--- src/sld_config.svh ---
// Slide unit configuration with VRF word size, vector geometry and register count
`ifndef SLD_CONFIG_SVH
`define SLD_CONFIG_SVH

//////////////////////////////
// VRF geometry
//////////////////////////////

// Bytes per VRF word
`define SLD_WORD_BYTES 4

// Words per vector register, so the maximum vector length is 16 bytes
`define SLD_WORDS_PER_VREG 4

// Architectural vector registers
`define SLD_NR_VREGS 32

//////////////////////////////
// Instruction tracking
//////////////////////////////

// Width of the instruction id carried to the response
`define SLD_ID_WIDTH 3

`endif

--- src/sld_pkg.sv ---
// Slide unit package with the element width, opcode, request, write and response types
`include "sld_config.svh"

package sld_pkg;

  // Element width code, used directly as a byte shift
  typedef enum logic [1:0] {
    EW_8  = 2'd0,
    EW_16 = 2'd1,
    EW_32 = 2'd2
  } vsew_e;

  // Slide direction
  typedef enum logic {
    SLD_UP   = 1'b0,
    SLD_DOWN = 1'b1
  } sld_op_e;

  //////////////////////////////
  // VRF side
  //////////////////////////////

  typedef logic [$clog2(`SLD_NR_VREGS*`SLD_WORDS_PER_VREG)-1:0] vreg_addr_t;
  typedef logic [8*`SLD_WORD_BYTES-1:0]                        vreg_data_t;
  typedef logic [`SLD_WORD_BYTES-1:0]                          vreg_be_t;
  typedef logic [$clog2(`SLD_NR_VREGS)-1:0]                    vreg_idx_t;

  // Byte count up to and including the maximum vector length
  typedef logic [$clog2(`SLD_WORD_BYTES*`SLD_WORDS_PER_VREG):0] vlen_t;

  typedef logic [`SLD_ID_WIDTH-1:0] sld_id_t;

  // Request after conversion to bytes
  typedef struct packed {
    sld_op_e   op;
    vsew_e     vsew;
    vlen_t     vl;
    vlen_t     amount;
    vreg_idx_t vs2;
    vreg_idx_t vd;
    sld_id_t   id;
  } sld_req_t;

  // One word write towards the VRF
  typedef struct packed {
    vreg_addr_t waddr;
    vreg_data_t wdata;
    vreg_be_t   wbe;
  } vrf_wreq_t;

endpackage

--- src/sld_byte_counter.sv ---
// Slide byte counter with first/last word detection, per-word byte count and VRF addresses
`include "sld_config.svh"

module sld_byte_counter (
  input  logic                  clk_i,
  input  logic                  rst_n_i,
  input  logic                  start_i,
  input  logic                  advance_i,
  input  logic                  prefetch_i,
  input  sld_pkg::vlen_t        vl_i,
  input  sld_pkg::vlen_t        amount_i,
  input  sld_pkg::sld_op_e      op_i,
  input  sld_pkg::vreg_idx_t    vs2_i,
  input  sld_pkg::vreg_idx_t    vd_i,

  output logic                  first_o,
  output logic                  last_o,
  output logic                  last_done_o,
  output logic                  first_straddle_o,
  output sld_pkg::vlen_t        delta_o,
  output sld_pkg::vlen_t        count_o,
  output sld_pkg::vreg_addr_t   raddr_o,
  output sld_pkg::vreg_addr_t   waddr_o
);

  localparam int unsigned off_w      = $clog2(`SLD_WORD_BYTES);
  localparam int unsigned word_idx_w = $clog2(`SLD_WORDS_PER_VREG);
  localparam int unsigned vlen_w     = $bits(sld_pkg::vlen_t);

  sld_pkg::vlen_t          count_q, rem, room;
  logic                    first_q, pf_done_q, run_step;
  logic [vlen_w-off_w-1:0] cur_word, amt_word;
  logic [off_w-1:0]        amt_off;
  sld_pkg::vreg_addr_t     src_base, dst_base, src_word;

  // Prefetch reads load the overflow register only
  assign run_step = advance_i && !prefetch_i;

  assign cur_word = count_q[vlen_w-1:off_w];
  assign amt_word = amount_i[vlen_w-1:off_w];
  assign amt_off  = amount_i[off_w-1:0];

  always_ff @(posedge clk_i) begin
    if (!rst_n_i) begin
      count_q   <= '0;
      first_q   <= 1'b0;
      pf_done_q <= 1'b0;
    end else if (start_i) begin
      // Slide-up skips the destination bytes below the amount
      count_q   <= (op_i == sld_pkg::SLD_UP) ? amount_i : '0;
      first_q   <= 1'b1;
      pf_done_q <= 1'b0;
    end else begin
      if (run_step) begin
        count_q <= count_q + delta_o;
        first_q <= 1'b0;
      end
      if (prefetch_i && advance_i) begin
        pf_done_q <= 1'b1;
      end
    end
  end

  // Bytes left in the vector versus bytes left in this word
  assign rem     = vl_i - count_q;
  assign room    = sld_pkg::vlen_t'(`SLD_WORD_BYTES) - sld_pkg::vlen_t'(count_q[off_w-1:0]);
  assign last_o  = (rem <= room);
  assign delta_o = last_o ? rem : room;

  assign first_o          = first_q;
  assign count_o          = count_q;
  assign last_done_o      = last_o && run_step;
  assign first_straddle_o = (amt_off != '0) && !pf_done_q && !(prefetch_i && advance_i);

  //////////////////////////////
  // Address generation
  //////////////////////////////

  assign src_base = {vs2_i, {word_idx_w{1'b0}}};
  assign dst_base = {vd_i, {word_idx_w{1'b0}}};

  always_comb begin
    if (prefetch_i) begin
      src_word = sld_pkg::vreg_addr_t'(amt_word);
    end else if (op_i == sld_pkg::SLD_UP) begin
      src_word = sld_pkg::vreg_addr_t'(cur_word) - sld_pkg::vreg_addr_t'(amt_word);
    end else begin
      // With a split offset the word after the prefetched one comes next
      src_word = sld_pkg::vreg_addr_t'(cur_word) + sld_pkg::vreg_addr_t'(amt_word)
               + sld_pkg::vreg_addr_t'(amt_off != '0);
    end
  end

  assign raddr_o = src_base + src_word;
  assign waddr_o = dst_base + sld_pkg::vreg_addr_t'(cur_word);

endmodule

--- src/sld_ctrl_fsm.sv ---
// Slide control FSM sequencing prefetch, run and the wait for the last write acknowledge
module sld_ctrl_fsm (
  input  logic              clk_i,
  input  logic              rst_n_i,

  // Operation register status
  input  logic              req_valid_i,
  input  sld_pkg::sld_op_e  op_i,
  input  sld_pkg::sld_id_t  req_id_i,

  // Counter status
  input  logic              first_straddle_i,
  input  logic              last_done_i,

  // VRF write acknowledge
  input  logic              vrf_wvalid_i,

  output logic              prefetch_o,
  output logic              run_o,
  output logic              req_done_o,
  output logic              rsp_valid_o,
  output sld_pkg::sld_id_t  rsp_id_o
);

  typedef enum logic [1:0] {
    IDLE,
    PREFETCH,
    RUN,
    WAIT_WVALID
  } state_e;

  state_e           state_q, state_d;
  sld_pkg::sld_id_t id_q;
  logic             rsp_valid_q;

  //////////////////////////////
  // Next state
  //////////////////////////////

  always_comb begin
    state_d = state_q;

    unique case (state_q)
      IDLE: begin
        // The register still holds the finished request during the response cycle
        if (req_valid_i && !rsp_valid_q) begin
          if (op_i == sld_pkg::SLD_DOWN && first_straddle_i) begin
            state_d = PREFETCH;
          end else begin
            state_d = RUN;
          end
        end
      end
      PREFETCH: begin
        // Straddle flag drops as soon as the prefetch read is taken
        if (!first_straddle_i) begin
          state_d = RUN;
        end
      end
      RUN: begin
        if (last_done_i) begin
          state_d = WAIT_WVALID;
        end
      end
      WAIT_WVALID: begin
        if (vrf_wvalid_i) begin
          state_d = IDLE;
        end
      end
      default: state_d = IDLE;
    endcase
  end

  always_ff @(posedge clk_i) begin
    if (!rst_n_i) begin
      state_q     <= IDLE;
      rsp_valid_q <= 1'b0;
    end else begin
      state_q     <= state_d;
      rsp_valid_q <= (state_q == WAIT_WVALID) && vrf_wvalid_i;
    end
  end

  // Id of the instruction draining its last write
  always_ff @(posedge clk_i) begin
    if (state_q == RUN && last_done_i) begin
      id_q <= req_id_i;
    end
  end

  assign prefetch_o  = (state_q == PREFETCH);
  assign run_o       = (state_q == RUN);

  // Operation register empties together with the response
  assign req_done_o  = rsp_valid_q;
  assign rsp_valid_o = rsp_valid_q;
  assign rsp_id_o    = id_q;

endmodule

--- src/sld_shifter.sv ---
// Slide byte shifter with overflow register, zero fill and byte-enable generation
`include "sld_config.svh"

module sld_shifter (
  input  logic                 clk_i,
  input  logic                 rst_n_i,
  input  sld_pkg::sld_op_e     op_i,
  input  sld_pkg::vlen_t       amount_i,
  input  sld_pkg::vlen_t       count_i,
  input  sld_pkg::vlen_t       delta_i,
  input  logic                 first_i,
  input  logic                 load_i,
  input  logic                 clear_i,
  input  sld_pkg::vreg_data_t  rdata_i,

  output sld_pkg::vreg_data_t  wdata_o,
  output sld_pkg::vreg_be_t    wbe_o
);

  localparam int unsigned wb        = `SLD_WORD_BYTES;
  localparam int unsigned off_w     = $clog2(wb);
  localparam int unsigned max_bytes = wb * `SLD_WORDS_PER_VREG;

  logic [off_w-1:0]    off;
  logic [off_w-1:0]    lo_byte;
  sld_pkg::vreg_data_t ovf_q, spill, merged;

  // In-word part of the slide amount
  assign off = amount_i[off_w-1:0];

  //////////////////////////////
  // Byte shift and merge
  //////////////////////////////

  always_comb begin
    spill  = '0;
    merged = '0;

    if (op_i == sld_pkg::SLD_UP) begin
      // Low bytes come from the tail of the previous source word
      merged = (rdata_i << (8 * off)) | ovf_q;
      if (off != '0) begin
        spill = rdata_i >> (8 * (wb - off));
      end
    end else begin
      if (off == '0) begin
        merged = rdata_i;
      end else begin
        // Upper bytes of the held word then the head of the new one
        merged = ovf_q | (rdata_i << (8 * (wb - off)));
      end
      spill = rdata_i >> (8 * off);
    end

    // Source bytes past the maximum vector length read as zero
    for (int b = 0; b < wb; b++) begin
      if (op_i == sld_pkg::SLD_DOWN &&
          (int'(count_i) + b + int'(amount_i) >= max_bytes)) begin
        merged[8*b +: 8] = 8'h00;
      end
    end
  end

  assign wdata_o = merged;

  //////////////////////////////
  // Byte enables
  //////////////////////////////

  // First slide-up word keeps the destination bytes below the amount
  assign lo_byte = (first_i && op_i == sld_pkg::SLD_UP) ? off : '0;

  always_comb begin
    for (int b = 0; b < wb; b++) begin
      wbe_o[b] = (b >= int'(lo_byte)) && (b < int'(lo_byte) + int'(delta_i));
    end
  end

  // Overflow register, also filled by the prefetch read
  always_ff @(posedge clk_i) begin
    if (!rst_n_i) begin
      ovf_q <= '0;
    end else if (clear_i) begin
      ovf_q <= '0;
    end else if (load_i) begin
      ovf_q <= spill;
    end
  end

endmodule

--- src/sld_stage_reg.sv ---
// Stage register holding one payload of any type behind a valid/ready handshake
module sld_stage_reg #(
  parameter type T = logic
) (
  input  logic clk_i,
  input  logic rst_n_i,

  // Upstream side
  input  logic valid_i,
  output logic ready_o,
  input  T     data_i,

  // Downstream side
  output logic valid_o,
  input  logic ready_i,
  output T     data_o
);

  logic full_q;
  T     data_q;
  logic push;

  // Room when empty, or when the held entry leaves in this cycle
  assign ready_o = !full_q || ready_i;
  assign push    = valid_i && ready_o;

  assign valid_o = full_q;
  assign data_o  = data_q;

  always_ff @(posedge clk_i) begin
    if (!rst_n_i) begin
      full_q <= 1'b0;
    end else if (push) begin
      full_q <= 1'b1;
    end else if (ready_i) begin
      full_q <= 1'b0;
    end
  end

  // Payload only moves on a push
  always_ff @(posedge clk_i) begin
    if (push) begin
      data_q <= data_i;
    end
  end

endmodule

--- src/sld_unit.sv ---
// Vector slide unit moving VRF words up or down by a byte amount with write acknowledge
module sld_unit (
  input  logic                 clk_i,
  input  logic                 rst_n_i,

  // Request
  input  logic                 req_valid_i,
  output logic                 req_ready_o,
  input  sld_pkg::sld_op_e     req_op_i,
  input  sld_pkg::vsew_e       req_vsew_i,
  input  sld_pkg::vlen_t       req_vl_i,
  input  sld_pkg::vlen_t       req_rs1_i,
  input  sld_pkg::vreg_idx_t   req_vs2_i,
  input  sld_pkg::vreg_idx_t   req_vd_i,
  input  sld_pkg::sld_id_t     req_id_i,

  // Response
  output logic                 rsp_valid_o,
  output sld_pkg::sld_id_t     rsp_id_o,

  // VRF read port
  output logic                 vrf_re_o,
  output sld_pkg::vreg_addr_t  vrf_raddr_o,
  input  sld_pkg::vreg_data_t  vrf_rdata_i,
  input  logic                 vrf_rvalid_i,

  // VRF write port
  output logic                 vrf_we_o,
  output sld_pkg::vreg_addr_t  vrf_waddr_o,
  output sld_pkg::vreg_data_t  vrf_wdata_o,
  output sld_pkg::vreg_be_t    vrf_wbe_o,
  input  logic                 vrf_wvalid_i
);

  sld_pkg::sld_req_t   req_d, req_q;
  sld_pkg::vrf_wreq_t  wreq_d, wreq_q;
  logic                req_valid, req_done;
  logic                prefetch, run, start, rd_accept;
  logic                wreg_ready;
  logic                first, last_done, first_straddle;
  sld_pkg::vlen_t      delta, count;
  sld_pkg::vreg_addr_t waddr;
  sld_pkg::vreg_data_t wdata;
  sld_pkg::vreg_be_t   wbe;

  //////////////////////////////
  // Request conversion
  //////////////////////////////

  // Element counts become byte counts
  always_comb begin
    req_d.op     = req_op_i;
    req_d.vsew   = req_vsew_i;
    req_d.vl     = req_vl_i << req_vsew_i;
    req_d.amount = req_rs1_i << req_vsew_i;
    req_d.vs2    = req_vs2_i;
    req_d.vd     = req_vd_i;
    req_d.id     = req_id_i;
  end

  sld_stage_reg #(.T(sld_pkg::sld_req_t)) i_req_reg (
    .clk_i  (clk_i),
    .rst_n_i(rst_n_i),
    .valid_i(req_valid_i),
    .ready_o(req_ready_o),
    .data_i (req_d),
    .valid_o(req_valid),
    .ready_i(req_done),
    .data_o (req_q)
  );

  sld_ctrl_fsm i_ctrl (
    .clk_i           (clk_i),
    .rst_n_i         (rst_n_i),
    .req_valid_i     (req_valid),
    .op_i            (req_q.op),
    .req_id_i        (req_q.id),
    .first_straddle_i(first_straddle),
    .last_done_i     (last_done),
    .vrf_wvalid_i    (vrf_wvalid_i),
    .prefetch_o      (prefetch),
    .run_o           (run),
    .req_done_o      (req_done),
    .rsp_valid_o     (rsp_valid_o),
    .rsp_id_o        (rsp_id_o)
  );

  // Counter and overflow reinitialize whenever no data is moving
  assign start     = !(prefetch || run);
  assign vrf_re_o  = (prefetch || run) && wreg_ready;
  assign rd_accept = vrf_re_o && vrf_rvalid_i;

  sld_byte_counter i_counter (
    .clk_i           (clk_i),
    .rst_n_i         (rst_n_i),
    .start_i         (start),
    .advance_i       (rd_accept),
    .prefetch_i      (prefetch),
    .vl_i            (req_q.vl),
    .amount_i        (req_q.amount),
    .op_i            (req_q.op),
    .vs2_i           (req_q.vs2),
    .vd_i            (req_q.vd),
    .first_o         (first),
    .last_o          (),
    .last_done_o     (last_done),
    .first_straddle_o(first_straddle),
    .delta_o         (delta),
    .count_o         (count),
    .raddr_o         (vrf_raddr_o),
    .waddr_o         (waddr)
  );

  sld_shifter i_shifter (
    .clk_i   (clk_i),
    .rst_n_i (rst_n_i),
    .op_i    (req_q.op),
    .amount_i(req_q.amount),
    .count_i (count),
    .delta_i (delta),
    .first_i (first),
    .load_i  (rd_accept),
    .clear_i (start),
    .rdata_i (vrf_rdata_i),
    .wdata_o (wdata),
    .wbe_o   (wbe)
  );

  //////////////////////////////
  // Write register
  //////////////////////////////

  assign wreq_d = '{waddr: waddr, wdata: wdata, wbe: wbe};

  // Held until the VRF acknowledges with wvalid
  sld_stage_reg #(.T(sld_pkg::vrf_wreq_t)) i_wreq_reg (
    .clk_i  (clk_i),
    .rst_n_i(rst_n_i),
    .valid_i(run && rd_accept),
    .ready_o(wreg_ready),
    .data_i (wreq_d),
    .valid_o(vrf_we_o),
    .ready_i(vrf_wvalid_i),
    .data_o (wreq_q)
  );

  assign vrf_waddr_o = wreq_q.waddr;
  assign vrf_wdata_o = wreq_q.wdata;
  assign vrf_wbe_o   = wreq_q.wbe;

endmodule

--- config.mk ---
export PLATFORM = sky130hd
export DESIGN_NAME = sld_unit
export DESIGN_NICKNAME = d
export VERILOG_FILES = /design/src/sld_pkg.sv /design/src/sld_byte_counter.sv /design/src/sld_ctrl_fsm.sv /design/src/sld_shifter.sv /design/src/sld_stage_reg.sv /design/src/sld_unit.sv
export VERILOG_INCLUDE_DIRS = /design/src
export SDC_FILE = /design/constraint.sdc
export NUM_CORES = 1
export LEC_CHECK = 0
export BUFFER_PORTS_ARGS = -buffer_cell sky130_fd_sc_hd__buf_2
export CELL_PAD_IN_SITES_DETAIL_PLACEMENT = 1
export CELL_PAD_IN_SITES_GLOBAL_PLACEMENT = 1
export CORE_MARGIN = 3
export CORE_UTILIZATION = 40
export DETAILED_ROUTE_END_ITERATION = 8
export GPL_TIMING_DRIVEN = 0
export HOLD_SLACK_MARGIN = 0.1
export PLACE_DENSITY_LB_ADDON = 0.1
export SLEW_MARGIN = 20
export SYNTH_ARGS = -nofsm -noshare
export SYNTH_HDL_FRONTEND = slang
export SYNTH_SLANG_ARGS = --single-unit
--- constraint.sdc ---
create_clock -name clk_i -period 5 [get_ports clk_i]
set_input_delay 1 -clock clk_i [delete_from_list [all_inputs] [get_ports clk_i]]
set_output_delay 1 -clock clk_i [all_outputs]
set_load 0.1 [all_outputs]
==> impl_results.md <==
* Syn Inst Count at 760
* CTS clk-pin slew, worst paths at 0.06 ns
* Area post-placement at 8350 um^2
* GP Congestion at 0.904
* Placed cell count at roughly 1100
* Worst setup path end: vrf_raddr_o[6]
* I/O pin count at 120
* Worst VDD drop at 0.645 mV
* Routed wire per std cell at ~23 um
* Area grow syn2layout at 24.8%
* CTS root buffer: clkbuf_16
* ANT cells at 0
* Global-route wire length before repair at 40.5 mm
* RSZ-0062 raised after global routing: yes
* DRT Pass-1 Iters at 8
* I/O Buffers at 118
* Number of max-cap violations at 0
* CP Capture Type: output pin
* Worst reg2reg endpoint: i_counter.count_o[4]
* Largest net degree at the start of global routing at 26
* Hold/Removal Path Class: reg2reg
* Nets at between 1000 and 1500
* Top Family by Delay on Critical Path: adder cells
* Worst-Margin Slew at slightly below 1 ns
* Residual DRC at 0
* Required @ worst endpoint at 4.00 ns
* Mapped Avg Cell Area at 9.72 um^2
* Multi-input logic area at 4210 um^2
* Synth warn at 0
* Vias in the first global route at 7172
* Post-synthesis mux area share at 8.09%
* Routed Antenna Nets at 0
* Stages on worst setup path at 20
* Final design utilization at approximately half
* Comb pwr share at roughly half
* Via count at ~6900
* Fraction of the mapped netlist area in adder cells at 11.5%
* Post-synthesis xor/xnor area fraction at 2.96%
* Critical Path AT at 3.84 ns
* Reg-to-Reg Start: i_counter.count_o[1]
* Setup-failing EPs final at 0
* FP Rows at 49
* Outcome: complete, no violations
* Full die area at about 20000 um^2
* Sw power at about 2400 uW
* F_max at 206 MHz
* H-tree Lvls at 4
* Core box area at 18100 um^2
* GR Util All Layers at 26.2%
* Total wire length at 26.5 mm
* CTS tree: yes
* # hold bufs at CTS at 0
* Rel. slew slack at 34.7%
* Avg Vias per Cell at 5.96
* Post-Synth Simple-Gate Area at 12.6%
* Crit path max-delay cell type: edfxtp_1
* Share of layout cells above drive strength 1 at 23.9%
* Cells along the critical path: buf_6 > inv_6 > ha_1 > clkbuf_8 > clkinv_8 > ha_4 > ha_4 > xnor2_2 > a21oi_2 > xor2_1 > o21ai_1 > ha_2 > inv_2 > fa_2 > inv_1 > a21o_1 > a21oi_2 > xor2_2 > xnor2_4 > buf_12
* Largest family of logic cells by synthesized area: compound AO/OA/AOI/OAI gates
* Setup CP Type: reg2out
* Final hold vios at 0
* Switching Share at 47.0%
* CP Launch Type: register
* Die width at 142 um
* Clk_lat worst skew at around 0.43 ns
* Register area at around 3000 um^2
* Sequential area share after synthesis at 40.4%
* Fin area at 9220 um^2
* Fin cells at between 1000 and 1500
* Leak pwr at 0.00375 uW
* Crit. Startpoint: i_req_reg.data_o[13]
* Asr flop ratio synth at 0%
* Slowest stage delay, CP at approximately 0.44 ns
* R2R Setup Slk at 0.34 ns
* Clk pwr share at 25.0%
* FF+latch count, synth at 114
* EDFF count, synth at 70
* Clock buffer depth at 2
* Layout fillers at 2060
* Initial drt markers at 630
* Synth Area in Compound Gates at 20.2%
* Tcrit/Tclk final at 96.9%
* Worst Reg2Reg Path Length in Cells at 16
* Pwr/cell area at roughly 560 nW/um^2
* Total gr overflow at 0
* Tmin final at 4.84 ns
* Clock skew at 0.0111 ns
* Initial core utilization at 40.9%
* Clock sinks at 114
* Seq pwr share at between 20% and 30%
* Final count of pins violating max slew at 0
* Num CTS Buffers at 17
* Die H at 142 um
* Dpl hpwl at 19.4 mm
* Internal power at 2720 uW
* Dominant synthesized flop cell: edfxtp_1
* Initial antenna violation count at 0
* Synth Cell Area at between 7000 and 8000 um^2
* CP bufs+invs at 7
* Crit path max fanout at 8
* Post-Syn Nets at 885
* Synth cell types at 60
[Yosys cell counts, types with 20 or more instances]
library cell	number	area (um^2)
inv_1	33	124
a21oi_1	54	270
nand2_1	56	210
clkbuf_1	33	124
ha_1	52	651
mux2i_1	35	350
a22oi_1	21	158
dfxtp_1	44	881
nor2_1	83	312
o21ai_0	38	190
edfxtp_1	70	2100
nand3_1	20	100
[cell families (layout without fill, tap and decap cells)]
logic type,Yosys count,count (layout)
AOI/OAI and AO/OA,223,223
buffers and inverters,79,244
adders and majority gates,62,62
and+or+nand+nor,209,209
xor gates and xnor gates,25,25
other,1,1
muxes,47,47
DFF,114,114
[final cells by class]
type,instances,area share (%)
multi-input combinational,567,45.6
tap,229,3.11
clock inverter,15,1.95
buffer,41,2.31
timing repair buffer,135,8.17
clock buffer,17,4.61
sequential,114,32.4
inverter,36,1.83
[how the worst min path moves through the flow]
stage / startpoint / endpoint / cells past startpoint
floorplan: i_req_reg.data_o[0] / i_ctrl.rsp_id_o[0] / 0
global placement: i_req_reg.data_o[1] / i_ctrl.rsp_id_o[1] / 0
detailed placement: i_req_reg.data_o[1] / i_ctrl.rsp_id_o[1] / 0
CTS: i_req_reg.data_o[1] / i_ctrl.rsp_id_o[1] / 0
global route: i_req_reg.data_o[1] / i_ctrl.rsp_id_o[1] / 0
finish: i_req_reg.data_o[1] / i_ctrl.rsp_id_o[1] / 0
[power groups by stage]
stage | clock network, uW | registers, uW | logic, uW
after CTS | 1300 | 1220 | 2570
after floorplan | 0 | 1400 | 1660
after global routing | 1350 | 1230 | 2880
after detailed placement | 0 | 1240 | 2450
final | 1280 | 1220 | 2640
after global placement | 0 | 1230 | 2370
[timing repair]
item | CTS | global route
pin swaps | 6 | 8
setup buffers | 12 | 4
endpoints found under the setup margin | 5 | 6
resized for setup | 32 | 7
[sequential cells by signal, summed over array words and instances (netlist names), 2 cells and up]
signal             cells
i_ctrl.rsp_id_o        3
i_counter.count_o      5
i_shifter.ovf_q       32
i_req_reg.data_o      24
i_ctrl.state_q         2
i_wreq_reg.data_o     43
[cells in the final DEF (no fill, tap or decap), types with 12 or more instances in the layout]
cell type / n
dfxtp_1: 43
nor3_1: 13
mux2i_1: 35
o21ai_0: 37
a21oi_1: 52
edfxtp_1: 70
buf_4: 16
buf_2: 123
clkbuf_1: 25
inv_1: 30
xnor2_1: 12
o22ai_1: 19
a22oi_1: 21
clkbuf_16: 17
nand3_1: 20
nand2_1: 56
ha_1: 48
o221ai_1: 13
nor2_1: 83
[per-layer routing]
layer | vias up | global-route usage [%] | wire (um)
met5 | - | 0 | 0
met4 | 0 | 6.41 | 487
met3 | 45 | 6.37 | 2020
met2 | 301 | 42.8 | 12700
met1 | 3402 | 35.2 | 11300
li1 | 3127 | - | -
[worst register-to-register path, cell delays in order, from the launching register on]
cell      delay, ns
dfxtp_1        0.56
inv_1          0.29
fa_1           0.51
xor2_1         0.19
ha_1           0.32
and2_1         0.16
a221oi_2       0.33
a221o_1        0.31
o21ai_0        0.24
ha_1           0.29
fa_1           0.41
a21o_1         0.20
a21oi_1        0.19
nor3_1         0.08
xor2_1         0.17
a21oi_1        0.21
nor2b_1        0.08
[per-stage QoR]
step / setup WS (ns) / setup TNS [ns] / hold slack [ns] / power, uW
2_1_floorplan: 0.0251 / 0 / 0.400 / 3070
3_3_place_gp: -0.764 / -1.11 / 0.405 / 3600
3_5_place_dp: -0.834 / -1.30 / 0.425 / 3690
4_1_cts: 0.0145 / 0 / 0.428 / 5080
5_1_grt: 0.00952 / 0 / 0.431 / 5450
6_report: 0.156 / 0 / 0.425 / 5140
(Power assumes the default switching activity.)
